[src/arcade_pkg.sv]
// Cabinet input shared definitions
`default_nettype none

package arcade_pkg;

	//////////////////////////////
	// Timing
	//////////////////////////////
	localparam int CE_DIV         = 8;      // CLK_48M cycles per 6 MHz enable
	localparam int ENC_SAMPLE_DIV = 4;      // Cycles per encoder sample
	localparam int STEP_TICKS     = 1500;   // Enables per spinner step
	localparam int POLL_TICKS     = 48000;  // Enables per D-pad poll of about 8 ms

	localparam int POS_W      = 12;  // Spinner position width
	localparam int DPAD_SLOW  = 4;
	localparam int DPAD_FAST  = 9;
	localparam int DIP_INDEX  = 254; // Download slot of the DIP bank

	//////////////////////////////
	// PS/2 set 2 make codes
	//////////////////////////////
	localparam logic [7:0] KEY_1     = 8'h16;
	localparam logic [7:0] KEY_2     = 8'h1e;
	localparam logic [7:0] KEY_5     = 8'h2e;
	localparam logic [7:0] KEY_6     = 8'h36;
	localparam logic [7:0] KEY_9     = 8'h46;
	localparam logic [7:0] KEY_P     = 8'h4d;
	localparam logic [7:0] KEY_ALT   = 8'h11;
	localparam logic [7:0] KEY_LEFT  = 8'h6b; // Extended code with E0 prefix dropped upstream
	localparam logic [7:0] KEY_RIGHT = 8'h74;
	localparam logic [7:0] KEY_SPACE = 8'h29;

	typedef struct packed {
		logic       strobe;  // One cycle per key event
		logic       pressed; // 1 make, 0 break
		logic [7:0] code;
	} ps2_key_t;

	typedef struct packed {
		logic              strobe;
		logic        [1:0] btn;   // Held levels of right and left
		logic signed [8:0] dx;
	} ps2_mouse_t;

	// Right sits in bit 0
	typedef struct packed {
		logic pause;
		logic start2;
		logic coin1;
		logic start1;
		logic fast;
		logic fire;
		logic left;
		logic right;
	} joy_t;

	typedef struct packed {
		logic service;
		logic pause;
		logic start2;
		logic start1;
		logic coin2;
		logic coin1;
		logic fast;
		logic fire;
		logic right;
		logic left;
	} key_btn_t;

	// Active high toward the game core
	typedef struct packed {
		logic service;
		logic pause;
		logic right;
		logic left;
		logic coin2;
		logic coin1;
		logic start2;
		logic start1;
		logic fast;
		logic fire;
	} cab_btn_t;

	typedef struct packed {
		logic        strobe;
		logic  [7:0] index;
		logic [24:0] addr;
		logic  [7:0] data;
	} dip_wr_t;

	typedef struct packed {
		logic                    add;   // Sum value into position
		logic                    load;  // Overwrite position
		logic                    step;  // Step tick
		logic signed [POS_W-1:0] value;
	} spin_cmd_t;

	// Quadrature sequencer with forward order 00 01 11 10
	function automatic logic [1:0] quad_next(input logic fwd, input logic [1:0] ph);
		logic [1:0] nxt;
		case ({fwd, ph})
			3'b1_00: nxt = 2'b01;
			3'b1_01: nxt = 2'b11;
			3'b1_11: nxt = 2'b10;
			3'b1_10: nxt = 2'b00;
			3'b0_00: nxt = 2'b10;
			3'b0_10: nxt = 2'b11;
			3'b0_11: nxt = 2'b01;
			3'b0_01: nxt = 2'b00;
		endcase
		return nxt;
	endfunction

endpackage

`default_nettype wire

[src/arcade_input_top.sv]
// Arcade cabinet input block
`timescale 1ns/1ps
`default_nettype none

module arcade_input_top (
	input  wire                   CLK_48M,
	input  wire                   rst_n,
	input  wire arcade_pkg::ps2_key_t   ps2_key,
	input  wire arcade_pkg::ps2_mouse_t ps2_mouse,
	input  wire arcade_pkg::joy_t       joy,
	input  wire             [1:0] enc_pins,  // Bit 0 A, bit 1 B
	input  wire                   hw_fire_n, // Encoder fire button, active low
	input  wire                   hw_enc_en,
	input  wire arcade_pkg::dip_wr_t    dip_wr,
	output arcade_pkg::cab_btn_t        buttons,
	output logic            [1:0] spinner,
	output logic            [7:0] dip_sw,
	output logic                  use_hw
);
	import arcade_pkg::*;

	key_btn_t   key_btn;
	spin_cmd_t  spin_cmd;
	logic [1:0] hw_phase;
	logic [1:0] emu_phase;
	logic       hw_activity;

	//////////////////////////////
	// Blocks
	//////////////////////////////
	key_decoder u_key_decoder (
		.CLK_48M (CLK_48M),
		.rst_n   (rst_n),
		.ps2_key (ps2_key),
		.key_btn (key_btn)
	);

	encoder_tracker u_encoder_tracker (
		.CLK_48M     (CLK_48M),
		.rst_n       (rst_n),
		.enc_pins    (enc_pins),
		.hw_phase    (hw_phase),
		.hw_activity (hw_activity)
	);

	input_ctrl u_input_ctrl (
		.CLK_48M     (CLK_48M),
		.rst_n       (rst_n),
		.ps2_mouse   (ps2_mouse),
		.joy         (joy),
		.key_btn     (key_btn),
		.hw_phase    (hw_phase),
		.hw_activity (hw_activity),
		.hw_enc_en   (hw_enc_en),
		.hw_fire_n   (hw_fire_n),
		.emu_phase   (emu_phase),
		.spin_cmd    (spin_cmd),
		.buttons     (buttons),
		.spinner     (spinner),
		.use_hw      (use_hw)
	);

	spinner_drive u_spinner_drive (
		.CLK_48M   (CLK_48M),
		.rst_n     (rst_n),
		.spin_cmd  (spin_cmd),
		.emu_phase (emu_phase)
	);

	dip_bank u_dip_bank (
		.CLK_48M (CLK_48M),
		.rst_n   (rst_n),
		.dip_wr  (dip_wr),
		.dip_sw  (dip_sw)
	);

endmodule

`default_nettype wire

[src/dip_bank.sv]
// DIP switch bank
`timescale 1ns/1ps
`default_nettype none

module dip_bank (
	input  wire                      CLK_48M,
	input  wire                      rst_n,
	input  wire arcade_pkg::dip_wr_t dip_wr,
	output logic               [7:0] dip_sw
);
	import arcade_pkg::*;

	logic [7:0] bank [8];  // Stored as downloaded
	logic       hit;

	// Only the first eight bytes of the slot land here
	assign hit = dip_wr.strobe && (dip_wr.index == 8'(DIP_INDEX)) && ((dip_wr.addr >> 3) == '0);

	always_ff @(posedge CLK_48M or negedge rst_n) begin
		if (!rst_n) begin
			for (int i = 0; i < 8; i++)
				bank[i] <= '0;
		end else if (hit) begin
			bank[dip_wr.addr[2:0]] <= dip_wr.data;
		end
	end

	assign dip_sw = ~bank[0];  // Board switches are active low

endmodule

`default_nettype wire

[src/encoder_tracker.sv]
// Real quadrature encoder tracker
`timescale 1ns/1ps
`default_nettype none

module encoder_tracker (
	input  wire        CLK_48M,
	input  wire        rst_n,
	input  wire  [1:0] enc_pins,    // B, A
	output logic [1:0] hw_phase,
	output logic       hw_activity
);
	import arcade_pkg::*;

	localparam int SMP_W = $clog2(ENC_SAMPLE_DIV);

	logic [SMP_W-1:0] smp_cnt;
	logic             enc_a_q;   // Last sampled A
	logic [1:0]       pins_q;    // Pins seen last cycle

	always_ff @(posedge CLK_48M or negedge rst_n) begin
		if (!rst_n) begin
			smp_cnt  <= '0;
			enc_a_q  <= 1'b1;  // Pulled up when idle
			hw_phase <= 2'b11;
		end else begin
			smp_cnt <= (smp_cnt == SMP_W'(ENC_SAMPLE_DIV - 1)) ? '0 : smp_cnt + 1'b1;
			if (smp_cnt == '0) begin
				enc_a_q <= enc_pins[0];
				if (enc_a_q != enc_pins[0])  // Edge on A with direction from A xor B
					hw_phase <= quad_next(enc_pins[0] ^ enc_pins[1], hw_phase);
			end
		end
	end

	// Activity detect on every cycle
	always_ff @(posedge CLK_48M or negedge rst_n) begin
		if (!rst_n) begin
			pins_q      <= 2'b11;
			hw_activity <= 1'b0;
		end else begin
			pins_q      <= enc_pins;
			hw_activity <= pins_q != enc_pins;
		end
	end

	a_gray_step: assert property (
		@(posedge CLK_48M) disable iff (!rst_n)
		hw_phase != $past(hw_phase) |-> $onehot(hw_phase ^ $past(hw_phase))
	) else $error("encoder phase skipped a state");

endmodule

`default_nettype wire

[src/input_ctrl.sv]
// Input control and button merge
`timescale 1ns/1ps
`default_nettype none

module input_ctrl (
	input  wire                         CLK_48M,
	input  wire                         rst_n,
	input  wire arcade_pkg::ps2_mouse_t ps2_mouse,
	input  wire arcade_pkg::joy_t       joy,
	input  wire arcade_pkg::key_btn_t   key_btn,
	input  wire                   [1:0] hw_phase,
	input  wire                         hw_activity,
	input  wire                         hw_enc_en,
	input  wire                         hw_fire_n,
	input  wire                   [1:0] emu_phase,
	output arcade_pkg::spin_cmd_t       spin_cmd,
	output arcade_pkg::cab_btn_t        buttons,
	output logic                  [1:0] spinner,
	output logic                        use_hw
);
	import arcade_pkg::*;

	localparam int CE_W   = $clog2(CE_DIV);
	localparam int STEP_W = $clog2(STEP_TICKS);
	localparam int POLL_W = $clog2(POLL_TICKS);

	logic [CE_W-1:0]         ce_cnt;
	logic                    ce_6m;
	logic [STEP_W-1:0]       step_cnt;
	logic [POLL_W-1:0]       poll_cnt;
	logic                    poll_hit;
	logic                    mouse_pend;     // Delta waiting for next enable
	logic signed [POS_W-1:0] mouse_dx;
	logic signed [POS_W-1:0] mouse_dx_q;
	logic                    mouse_now;
	logic                    pad_left;
	logic                    pad_right;
	logic                    pad_fast;
	logic                    pad_held;
	logic                    pad_run;
	logic                    pad_load;
	logic signed [POS_W-1:0] pad_mag;
	logic signed [POS_W-1:0] pad_val;

	assign mouse_dx  = POS_W'(ps2_mouse.dx);  // Sign extend
	assign mouse_now = ps2_mouse.strobe | mouse_pend;
	assign pad_left  = key_btn.left  | joy.left;
	assign pad_right = key_btn.right | joy.right;
	assign pad_fast  = key_btn.fast  | joy.fast;
	assign pad_held  = pad_left | pad_right;
	assign pad_run   = pad_held & ~mouse_now & ~hw_activity; // Mouse and encoder win
	assign poll_hit  = poll_cnt == POLL_W'(POLL_TICKS - 1);
	assign pad_load  = ce_6m & pad_run & poll_hit;
	assign pad_mag   = pad_fast ? POS_W'(DPAD_FAST) : POS_W'(DPAD_SLOW);
	assign pad_val   = pad_right ? pad_mag : -pad_mag;  // Right wins if both held
	assign ce_6m     = ce_cnt == '0;

	//////////////////////////////
	// Enables and timers
	//////////////////////////////
	always_ff @(posedge CLK_48M or negedge rst_n) begin
		if (!rst_n) begin
			ce_cnt   <= '0;
			step_cnt <= '0;
			poll_cnt <= '0;
		end else begin
			ce_cnt <= (ce_cnt == CE_W'(CE_DIV - 1)) ? '0 : ce_cnt + 1'b1;
			if (ce_6m) begin
				step_cnt <= (step_cnt == STEP_W'(STEP_TICKS - 1)) ? '0 : step_cnt + 1'b1;
				if (!pad_held)
					poll_cnt <= '0;  // Restart poll on release
				else if (pad_run)
					poll_cnt <= poll_hit ? '0 : poll_cnt + 1'b1;
			end
		end
	end

	// Mouse delta is held until the next enable
	always_ff @(posedge CLK_48M or negedge rst_n) begin
		if (!rst_n) begin
			mouse_pend <= 1'b0;
		end else if (ce_6m) begin
			mouse_pend <= 1'b0;     // Consumed this cycle
		end else if (ps2_mouse.strobe) begin
			mouse_pend <= 1'b1;
		end
	end

	always_ff @(posedge CLK_48M) begin
		if (ps2_mouse.strobe)
			mouse_dx_q <= mouse_dx;
	end

	//////////////////////////////
	// Source select
	//////////////////////////////
	always_ff @(posedge CLK_48M or negedge rst_n) begin
		if (!rst_n) begin
			use_hw <= 1'b0;
		end else if (!hw_enc_en) begin
			use_hw <= 1'b0;
		end else if (ps2_mouse.strobe || pad_held) begin
			use_hw <= 1'b0;  // Emulation takes over
		end else if (hw_activity) begin
			use_hw <= 1'b1;
		end
	end

	assign spinner = use_hw ? hw_phase : emu_phase;

	always_comb begin
		spin_cmd.step  = ce_6m & (step_cnt == '0);
		spin_cmd.add   = ce_6m & mouse_now;
		spin_cmd.load  = pad_load;
		if (pad_load)
			spin_cmd.value = pad_val;
		else
			spin_cmd.value = ps2_mouse.strobe ? mouse_dx : mouse_dx_q; // Fresh delta first
	end

	// Button merge
	always_comb begin
		buttons.fire    = key_btn.fire | joy.fire | (|ps2_mouse.btn) | (use_hw & ~hw_fire_n);
		buttons.fast    = pad_fast;
		buttons.start1  = key_btn.start1 | joy.start1;
		buttons.start2  = key_btn.start2 | joy.start2;
		buttons.coin1   = key_btn.coin1  | joy.coin1;
		buttons.coin2   = key_btn.coin2;   // Keyboard only
		buttons.left    = pad_left;
		buttons.right   = pad_right;
		buttons.pause   = key_btn.pause  | joy.pause;
		buttons.service = key_btn.service;
	end

endmodule

`default_nettype wire

[src/key_decoder.sv]
// PS/2 key to button decoder
`timescale 1ns/1ps
`default_nettype none

module key_decoder (
	input  wire                       CLK_48M,
	input  wire                       rst_n,
	input  wire arcade_pkg::ps2_key_t ps2_key,
	output arcade_pkg::key_btn_t      key_btn
);
	import arcade_pkg::*;

	logic pressed;

	assign pressed = ps2_key.pressed;

	//////////////////////////////
	// Key map
	//////////////////////////////
	// Each button follows make and break of its key
	always_ff @(posedge CLK_48M or negedge rst_n) begin
		if (!rst_n) begin
			key_btn <= '0;
		end else if (ps2_key.strobe) begin
			case (ps2_key.code)
				KEY_1:     key_btn.start1  <= pressed;
				KEY_2:     key_btn.start2  <= pressed;
				KEY_5:     key_btn.coin1   <= pressed;
				KEY_6:     key_btn.coin2   <= pressed;
				KEY_9:     key_btn.service <= pressed;
				KEY_P:     key_btn.pause   <= pressed;
				KEY_ALT:   key_btn.fast    <= pressed; // Fast paddle
				KEY_LEFT:  key_btn.left    <= pressed;
				KEY_RIGHT: key_btn.right   <= pressed;
				KEY_SPACE: key_btn.fire    <= pressed;
				default: begin
					// Unmapped codes leave all buttons alone
				end
			endcase
		end
	end

endmodule

`default_nettype wire

[src/spinner_drive.sv]
// Emulated spinner position and quadrature
`timescale 1ns/1ps
`default_nettype none

module spinner_drive (
	input  wire                        CLK_48M,
	input  wire                        rst_n,
	input  wire arcade_pkg::spin_cmd_t spin_cmd,
	output logic                 [1:0] emu_phase
);
	import arcade_pkg::*;

	logic signed [POS_W-1:0] pos;         // Signed count of steps still owed
	logic signed [POS_W-1:0] pos_stepped;
	logic                    moving;
	logic                    can_add;
	logic                    do_step;

	assign moving  = pos != '0;
	assign can_add = pos[POS_W-1] == pos[POS_W-2]; // Headroom left so no wrap
	assign do_step = spin_cmd.step & moving;

	// One unit toward zero per step
	always_comb begin
		pos_stepped = pos;
		if (do_step)
			pos_stepped = pos[POS_W-1] ? pos + 1'b1 : pos - 1'b1;
	end

	//////////////////////////////
	// Position
	//////////////////////////////
	always_ff @(posedge CLK_48M or negedge rst_n) begin
		if (!rst_n) begin
			pos <= '0;
		end else if (spin_cmd.load) begin
			pos <= spin_cmd.value;  // D-pad poll
		end else if (spin_cmd.add && can_add) begin
			pos <= pos_stepped + spin_cmd.value;  // Keep a coincident step
		end else begin
			pos <= pos_stepped;
		end
	end

	// Positive position runs forward
	always_ff @(posedge CLK_48M or negedge rst_n) begin
		if (!rst_n) begin
			emu_phase <= 2'b11;
		end else if (do_step) begin
			emu_phase <= quad_next(~pos[POS_W-1], emu_phase);
		end
	end

	//////////////////////////////
	// Checks
	//////////////////////////////
	// Controller keeps D-pad loads off mouse enables
	a_no_load_add: assert property (
		@(posedge CLK_48M) disable iff (!rst_n)
		!(spin_cmd.load && spin_cmd.add)
	) else $error("spinner load and add in the same cycle");

endmodule

`default_nettype wire

[config.mk]
export PLATFORM = sky130hd
export DESIGN_NAME = arcade_input_top
export DESIGN_NICKNAME = d
export VERILOG_FILES = /design/src/arcade_pkg.sv /design/src/arcade_input_top.sv /design/src/dip_bank.sv /design/src/encoder_tracker.sv /design/src/input_ctrl.sv /design/src/key_decoder.sv /design/src/spinner_drive.sv
export SDC_FILE = /design/constraint.sdc
export NUM_CORES = 1
export LEC_CHECK = 0
export ABC_AREA = 1
export BUFFER_PORTS_ARGS = -buffer_cell sky130_fd_sc_hd__buf_4
export CAP_MARGIN = 25
export CORE_ASPECT_RATIO = 0.9
export CORE_MARGIN = 10
export CORE_UTILIZATION = 55
export DETAILED_ROUTE_END_ITERATION = 8
export PLACE_DENSITY = 0.89
export SYNTH_ARGS = -nofsm -noshare
export SYNTH_HDL_FRONTEND = slang
export SYNTH_HIERARCHICAL = 1
export SYNTH_SLANG_ARGS = --single-unit
[constraint.sdc]
create_clock -name CLK_48M -period 4.2 [get_ports CLK_48M]
set_input_delay 0.84 -clock CLK_48M [delete_from_list [all_inputs] [get_ports CLK_48M]]
set_output_delay 0.84 -clock CLK_48M [all_outputs]
set_load 0.005 [all_outputs]
# Word-level counts from Yosys, hierarchy flattened
# Memories as Yosys holds them, arrays and structs flattened. A register that Yosys moved wholly into a read port is not among the register bits.
# Index checks and enable logic that the tools add are counted.
# word_totals
reg_bits	136
mem_bits_ro	32
inputBits	78
out_inout_bits	21
word_cells	137
memories	2
# classes
addsub	8
order_cmp	2
n_eq_ne	20
mux	23
bitwise_logic	27
reduce_logical	26
# mem_list
name	words	word_bits	rd	rd_ports_with_merged_regs	wr	line	text
(name not given)	8	2	1	1	0	arcade_pkg.sv:101	case ({fwd, ph})
(name not given)	8	2	1	1	0	arcade_pkg.sv:101	
# op_table
cell	n
12-bit two-way mux	7
64-bit bitwise mux	1
16-bit two-way mux	3
8-bit by 7-bit equality test with 1-bit output (second input constant)	4
25-bit zero test	1
8-bit demux with 3-bit select	1
8-bit by 5-bit equality test with 1-bit output (second input constant)	3
8-bit by 6-bit equality test with 1-bit output (second input constant)	3
2-bit AND reduction	12
16-bit by 1-bit adder with 16-bit output (second input constant)	1
16-bit equality test (second input constant)	1
12-bit by 1-bit adder with 12-bit output (second input constant)	1
12-bit adder	1
12-bit negation	1
1-bit bitwise OR	12
12-bit nonzero test	1
12-bit by 1-bit subtractor with 12-bit output (second input constant)	1
11-bit by 1-bit adder with 11-bit output (second input constant)	1
11-bit equality test (second input constant)	1
11-bit zero test	1
11-bit two-way mux	1
1-bit AND	8
8-bit equality test (second input constant)	1
8-bit two-way mux	1
26 further kinds	38

# Longest topological paths before layout
# Gate-level depths: netlist of run 1.
# logic_depth
ltp_word	10
depth_mapped	26
ltp_nobuf	24

# Hierarchy
# Netlist of run 1, hierarchy kept.
# by_module_without_submodules
module	instances	cells_per_inst	area_per_inst_um2
input_ctrl	1	394	2686.3
spinner_drive	1	374	2162.1
key_decoder	1	95	648.1
dip_bank	1	79	551.8
encoder_tracker	1	42	371.6

# Least setup slack after synthesis of run 1
# Ideal clock, no wire load.
# synth_path
path_kind	register to register
start	register u_input_ctrl.ce_cnt[0]
end	register u_spinner_drive.pos[8]
setup_time_ps	116
arrival_time_ps	2977
t_required_ps	4084
path_slack_ps	1106
path_stages_with_launch	24
cell_sequence	dfrtp_1 -> inv_1 -> ha_1 -> nand2_1 -> inv_1 -> buf_2 -> nand2_1 -> nor3_1 -> nand2_2 -> buf_6 -> xor2_1 -> ha_1 -> inv_1 -> fa_1 -> inv_1 -> nand3_1 -> nand3_1 -> nand4_1 -> nand3_1 -> nand3_1 -> nand2_1 -> inv_1 -> nand2_1 -> nand2_1
# synth_lines
element	line	text
start: declaration	input_ctrl.sv:27	logic [CE_W-1:0] ce_cnt;
start signal: assignment	input_ctrl.sv:67	ce_cnt <= (ce_cnt == CE_W'(CE_DIV - 1)) ? '0 : ce_cnt + 1'b1;
end signal: assignment	spinner_drive.sv:37	pos <= spin_cmd.value;
end signal: assignment	spinner_drive.sv:39	pos <= pos_stepped + spin_cmd.value;
end signal: assignment	spinner_drive.sv:41	pos <= pos_stepped;
end: declaration	spinner_drive.sv:13	logic signed [POS_W-1:0] pos;

==> results_dict.tcl, run 1 <==
set metrics [dict create \
    fmax_mhz 265 \
    synth_nets 1098 \
    synth_most_common_cell "nand2_1" \
    synth.distinct_cells 43 \
    ys.flop_type "dfrtp_1" \
    cts_buffers 9 \
    design.die.area_um2 16400 \
    synth_top_area_share_pct 25.3 \
    num_antenna_cells 0 \
    synth_commonest_cells "364 x nand2_1, 135 x inv_1, 110 x nor2_1" \
    floorplan.initialDensity_pct 56.1 \
    path_depth 22 \
    run_status "complete, no violations" \
    grt_pass1_vias 6058 \
    clkPwrFrac_pct 24.0 \
    remaining_drc_errors 0 \
    met1_usage_pct 25.0 \
    critPathTopFamily "simple AND/OR/NAND/NOR gates" \
    ir_drop_mv 0.270 \
    clock_latency_ps 340 \
    yosysWarnings 6 \
    synthArstFlopShare_pct 85.7 \
    grt_overflow 0 \
    cts.path.max_buffers 2 \
    period_needed_ps 3780 \
    antenna_found_initial 0 \
    fp.dieH_um 122 \
    portBuffers 98 \
    worst_slew_pin_slew_ps 921 \
    cp_slowest_stage_delay_ps 400 \
    r2r_setup_slack_ps 420 \
    cp.arrival_ps 4020 \
    r2r-end "u_spinner_drive/pos[10]$_DFF_PN0_" \
    synth_edf_count 0 \
    synth_top_area_cell "dfrtp_1" \
    hpwl_um 12500 \
    grt_first_pass_wirelength_um 27200 \
    synth_area_per_cell_um2 6.52 \
    grt.busiest_layer "met2" \
    p_leak_nw 4.10 \
    yosys-top-cells-area "dfrtp_1 25%, nand2_1 21%, inv_1 7.9%, ha_1 6.6%, nor2_1 6.4%" \
    row_count 37 \
    critPathKind "flop to flop" \
    final_cells 1234 \
    critPathBufInv 5 \
    root_buffer "clkbuf_16" \
    met2_usage_pct 33.5 \
    finalSetupTns_ps 0 \
    cp_data_required_time_ps 4440 \
    maxSlewHeadroom_pct 38.6 \
    cts_tree "built" \
    grt_max_degree 73 \
    cts_setup_buffers 0 \
    synth_seq_cells 84 \
    cts_resized 0 \
    fin_skew_ps 7.72 \
    combPwrFrac_pct 47.8 \
    path_cells "inv_1, ha_1, nand2_1, inv_1, nand2_1, nor3_1, nand2_2, inv_1, nand3b_1, nand2_1, inv_1, ha_1, a21oi_1, nand2_1, nand2_1, nand3_1, nand2_1, nand2_1, o21ai_0, inv_1, nand2_1, nand2_1" \
    intPower_mw 1.98 \
    critPathCapture "u_spinner_drive/pos[10]$_DFF_PN0_" \
    powerDensity_nw_per_um2 463 \
    die_w_um 134 \
    drt_pass1_iterations 5 \
    seq_power_share_pct 28.2 \
    slowest_stage "dfrtp_1" \
    setup-violations-final 0 \
    reg2regPathDepth 22 \
    rsz0062_at_grt "false" \
    cts_hold_buffers 0 \
    worstHoldPathType "flop to flop" \
    fin_crit_sh_pct 89.9 \
    vias 6294 \
    cp-start-kind "flop" \
    syn_area_um2 6420 \
    seq_area_frac_synth_pct 31.9 \
    place.gp.congestion 0.932 \
    ios 99 \
    worstSetupStartpoint "u_input_ctrl/ce_cnt[0]$_DFF_PN0_" \
    grt_usage_pct 19.9 \
    cts.sinks 84 \
    core-area_um2 11400 \
    drtIter0Drc 506 \
    wl_per_cell_um 13.2 \
    cpMostUsedCell "nand2_1" \
    crit_fanout 20 \
    syn_inst 984 \
    routed_wl_um 16200 \
    hold_viol_final 0 \
    postRouteAntennaNets 0 \
    routed_via_density 5.10 \
    endpoint_kind "flop" \
    power_mw 3.48 \
    grt_use_met3_pct 5.39 \
    reg2reg_from "u_input_ctrl/ce_cnt[0]$_DFF_PN0_" \
    drive_gt1_share_pct 16.5 \
    htreeDepth 3 \
    swShare_pct 43.0 \
    clk_pin_slew_ps 70 \
    cap_violations 0 \
    slew_violations 0 \
    dpl.cell_count 1218 \
    final_nets 1187 \
    p_switching_mw 1.49 \
    area_growth_pct 16.9 \
]
## cell usage in the layout, fill, tap and decap left out, types with 3 or more instances in the layout
cell         n
nor2_1     110
nand3_1     74
inv_2        6
ha_1        34
o21ai_2      3
nand2_2     12
nand3_2      5
inv_1      135
nor3_1       8
dfxtp_1     12
xnor2_1      4
nand4_1     19
or2_1        3
o21ai_0     21
inv_6        3
o21bai_1    11
a21oi_1     18
or2_2        6
dfrtp_1     65
nand3b_1     3
nor2_4       8
xor2_1       9
clkbuf_16    9
nand2_1    364
buf_4       99
nor2_2      10
dfstp_2      7
## cells by family (layout without fill, tap and decap cells)
logic type,count (synthesis),after routing,share of synthesized area [%]
and+or+nand+nor,629,629,42.7
buffers and inverters,162,256,10.7
DFF,84,84,31.9
AOI/OAI and AO/OA,60,60,5.61
adders and majority gates,36,36,7.25
xor gates and xnor gates,13,13,1.77
## worst min-delay path: cells and delay by family, from the launching register on
kind	cells	cell delay [ps]
DFF	1	310
and+or+nand+nor	2	110
## cell type report
| class | count | area, µm² |
|---|---|---|
| timing repair buffer | 99 | 743 |
| clock buffer | 9 | 225 |
| tap | 156 | 195 |
| multi-input combinational | 738 | 3680 |
| inverter | 141 | 529 |
| fill | 994 | 3930 |
| clock inverter | 7 | 80.1 |
| sequential | 84 | 2050 |
## sequential cells by signal, indices dropped and copies added (netlist names), 2 cells and up
| register | flops |
|---|---|
| u_input_ctrl/poll_cnt | 16 |
| u_input_ctrl/mouse_dx_q | 12 |
| u_spinner_drive/pos | 12 |
| u_input_ctrl/step_cnt | 11 |
| u_key_decoder/key_btn | 10 |
| u_dip_bank/bank | 8 |
| u_input_ctrl/ce_cnt | 3 |
| u_encoder_tracker/hw_phase | 2 |
| u_encoder_tracker/pins_q | 2 |
| u_encoder_tracker/smp_cnt | 2 |
| u_spinner_drive/emu_phase | 2 |
## routing by layer
metal  part of all wire (%)  vias to the layer above  wire length (µm)
met5                      0                        -                 0
met4                    1.2                        0               192
met3                    7.6                       19              1230
met2                     47                      219              7550
met1                     45                     2836              7260
li1                       -                     3220                 -
## worst min path at each step
| stage | from | end | slack (ps) | cells past startpoint |
|---|---|---|---|---|
| final | u_input_ctrl/mouse_dx_q[3]$_DFF_P_ | u_input_ctrl/mouse_dx_q[3]$_DFF_P_ | 450 | 2 |
| after global routing | u_input_ctrl/mouse_dx_q[11]$_DFF_P_ | u_input_ctrl/mouse_dx_q[11]$_DFF_P_ | 470 | 2 |
| after CTS | u_input_ctrl/mouse_dx_q[3]$_DFF_P_ | u_input_ctrl/mouse_dx_q[3]$_DFF_P_ | 450 | 2 |
| after detailed placement | u_input_ctrl/mouse_dx_q[3]$_DFF_P_ | u_input_ctrl/mouse_dx_q[3]$_DFF_P_ | 430 | 2 |
| after global placement | u_input_ctrl/mouse_dx_q[2]$_DFF_P_ | u_input_ctrl/mouse_dx_q[2]$_DFF_P_ | 430 | 2 |
| after floorplan | u_input_ctrl/mouse_dx_q[0]$_DFF_P_ | u_input_ctrl/mouse_dx_q[0]$_DFF_P_ | 420 | 2 |
## per-stage QoR
step | utilization, % | area [µm²] | hold slack (ps) | setup WS [ps]
6_report | 65.6 | 7500 | 449 | 422
5_1_grt | 65.6 | 7500 | 470 | 21.8
4_1_cts | 65.6 | 7500 | 449 | 498
3_5_place_dp | 63.0 | 7200 | 434 | 549
3_3_place_gp | 63.0 | 7200 | 429 | 561
2_1_floorplan | - | 6420 | 416 | 1110
## power by group through the flow
stage	combinational, mW	clock (mW)	sequential [mW]
global placement	1.57	0	0.990
global route	1.90	0.879	0.990
floorplan	1.24	0	0.964
CTS	1.62	0.841	0.977
detailed placement	1.60	0	0.992
finish	1.66	0.834	0.981
(Power assumes the default switching activity.)
==> run 2: changes to the inputs <==
--- a/config.mk
+++ b/config.mk
@@ -8,11 +8,14 @@
 export ABC_AREA = 1
 export BUFFER_PORTS_ARGS = -buffer_cell sky130_fd_sc_hd__buf_4
 export CAP_MARGIN = 25
+export CELL_PAD_IN_SITES_DETAIL_PLACEMENT = 1
+export CELL_PAD_IN_SITES_GLOBAL_PLACEMENT = 2
 export CORE_ASPECT_RATIO = 0.9
 export CORE_MARGIN = 10
-export CORE_UTILIZATION = 55
+export CORE_UTILIZATION = 31
 export DETAILED_ROUTE_END_ITERATION = 8
-export PLACE_DENSITY = 0.89
+export PLACE_DENSITY = 0.91
+export SLEW_MARGIN = 30
 export SYNTH_ARGS = -nofsm -noshare
 export SYNTH_HDL_FRONTEND = slang
 export SYNTH_HIERARCHICAL = 1
==> constraint.sdc (replaced) <==
create_clock -name CLK_48M -period 4.2 [get_ports CLK_48M]
set_input_delay 0.84 -clock CLK_48M [delete_from_list [all_inputs] [get_ports CLK_48M]]
set_output_delay 0.84 -clock CLK_48M [all_outputs]
set_load 0.05 [all_outputs]
==> run 2 against run 1 <==
  * Fmax increased by 8.5%
  * Core utilization is 28 points lower
  * Sequential power is 0.4% lower
  * Sequential share of layout area is 0.55 points lower
  * Critical path type unchanged
==> results_dict.tcl, run 2 (synthesis results as in run 1) <==
set metrics [dict create \
    run_status "complete, no violations" \
    cp.arrival_ps 3720 \
    remaining_drc_errors 0 \
    fin_skew_ps 12.2 \
    hold_viol_final 0 \
    whs_ps 405 \
    ios 99 \
    largest_register_ffs 16 \
    cts_buffers 9 \
    hpwl_um 15900 \
    cts_tree "built" \
    cts_hold_buffers 0 \
    powerDensity_nw_per_um2 451 \
    cap_violations 0 \
    worstHoldPathType "input pin to asynchronous set/reset pin" \
    rsz0062_at_grt "false" \
    multi_input_area_um2 3680 \
    fmax_mhz 287 \
    cts_setup_buffers 0 \
    top_regs "u_input_ctrl/poll_cnt (16), u_input_ctrl/mouse_dx_q (12), u_spinner_drive/pos (12)" \
    ir_drop_mv 0.205 \
    row_count 49 \
    fin_crit_sh_pct 82.9 \
    final_nets 1191 \
    postRouteAntennaNets 0 \
    endpoint_kind "flop" \
    largest_register "u_input_ctrl/poll_cnt" \
    vias 6264 \
    num_antenna_cells 0 \
    fp.dieH_um 157 \
    slew_violations 0 \
    final_cells 1337 \
    root_buffer "clkbuf_16" \
    crit_fanout 12 \
    clk_pin_slew_ps 60 \
    worst_slew_pin_slew_ps 620 \
    area_growth_pct 19.3 \
    maxSlewHeadroom_pct 58.3 \
    p_leak_nw 4.11 \
    grt_max_degree 47 \
    routed_via_density 4.69 \
    drt_pass1_iterations 4 \
    dpl_cell_area_um2 7370 \
    core-area_um2 20200 \
    final_cell_mix "364 x nand2_1, 135 x inv_1, 110 x nor2_1, 102 x buf_4, 74 x nand3_1" \
    grt_pass1_vias 6841 \
    clock_latency_ps 360 \
    floorplan.initialDensity_pct 31.8 \
    dpl.cell_count 1321 \
    htreeDepth 3 \
    design.die.area_um2 26900 \
    grt_first_pass_wirelength_um 33000 \
    portBuffers 98 \
    drtIter0Drc 209 \
    cts.sinks 84 \
    die_w_um 172 \
    place_ws_ps 670 \
    finalSetupTns_ps 0 \
    cp-start-kind "flop" \
    final_common_cell "nand2_1" \
    place.gp.congestion 0.841 \
    wl_per_cell_um 14.4 \
    critPathKind "flop to flop" \
    grt_overflow 0 \
    period_needed_ps 3480 \
    fin_ws_ps 718 \
    routed_wl_um 19200 \
    cp_data_required_time_ps 4440 \
    cts.path.max_buffers 2 \
    n_fill_cell 2632 \
    stdcell_area_um2 7660 \
    setup-violations-final 0 \
    regArea_um2 2050 \
    cts_resized 0 \
    drive_gt1_share_pct 16.8 \
    antenna_found_initial 0 \
    grt_usage_pct 15.1 \
]
[run 2: critical path: stages, from the launching register on]
cell and delay, ps:
dfrtp_1 430, inv_1 360, ha_1 380, nand2_1 110, nand3_1 190, nand2_1 130
a21oi_1 90, nand3b_1 170, nand2_1 140, inv_1 80, ha_1 300, a21oi_1 310
nand2_1 90, nand2_1 70, nand3_1 90, nand2_1 80, nand2_1 40, o21ai_0 170
inv_1 60, nand2_1 50, nand2_1 40
[run 2: path summary, 6_finish.rpt]
check,slack (ps),depth (start not counted),end,start
min,410,1,u_key_decoder/key_btn[5]$_DFFE_PN0P_,rst_n
max,720,20,u_spinner_drive/pos[10]$_DFF_PN0_,u_spinner_drive/pos[11]$_DFF_PN0_
min in group CLK_48M,450,2,u_input_ctrl/mouse_dx_q[1]$_DFF_P_,u_input_ctrl/mouse_dx_q[1]$_DFF_P_
max reg2reg,720,20,u_spinner_drive/pos[10]$_DFF_PN0_,u_spinner_drive/pos[11]$_DFF_PN0_
max in group asynchronous,3180,2,u_encoder_tracker/pins_q[0]$_DFF_PN1_,rst_n
min reg2reg,450,2,u_input_ctrl/mouse_dx_q[1]$_DFF_P_,u_input_ctrl/mouse_dx_q[1]$_DFF_P_
[run 2: cell type report]
| type | instances | share of cell area, % |
|---|---|---|
| multi-input cells | 738 | 48.1 |
| flip-flops and latches | 84 | 26.8 |
| repair buffers | 103 | 10.4 |
| well taps | 255 | 4.17 |
| clock buffers | 10 | 3.12 |
| inverters | 141 | 6.91 |
| clock inverters | 6 | 0.604 |
[run 2: power by group]
group / leakage (nW) / switching, mW / internal [mW]
clock: 0.135 / 0.348 / 0.421
combinational: 3.02 / 1.09 / 0.617
sequential: 0.962 / 0.0781 / 0.898
[run 2: through the flow]
step                total power, mW  util (%)
floorplan                      2.22         -
detailed placement             2.70      36.6
global placement               2.66      36.4
global route                   3.82      38.0
CTS                            3.49      38.0
finish                         3.45      38.0
[run 2: layer usage]
layer | track usage (%) | part of all wire [%] | up-vias
met5 | 0 | 0 | -
met4 | 4.92 | 2.2 | 0
met3 | 3.29 | 4.2 | 24
met2 | 25.5 | 47 | 95
met1 | 18.6 | 47 | 2917
li1 | - | - | 3228
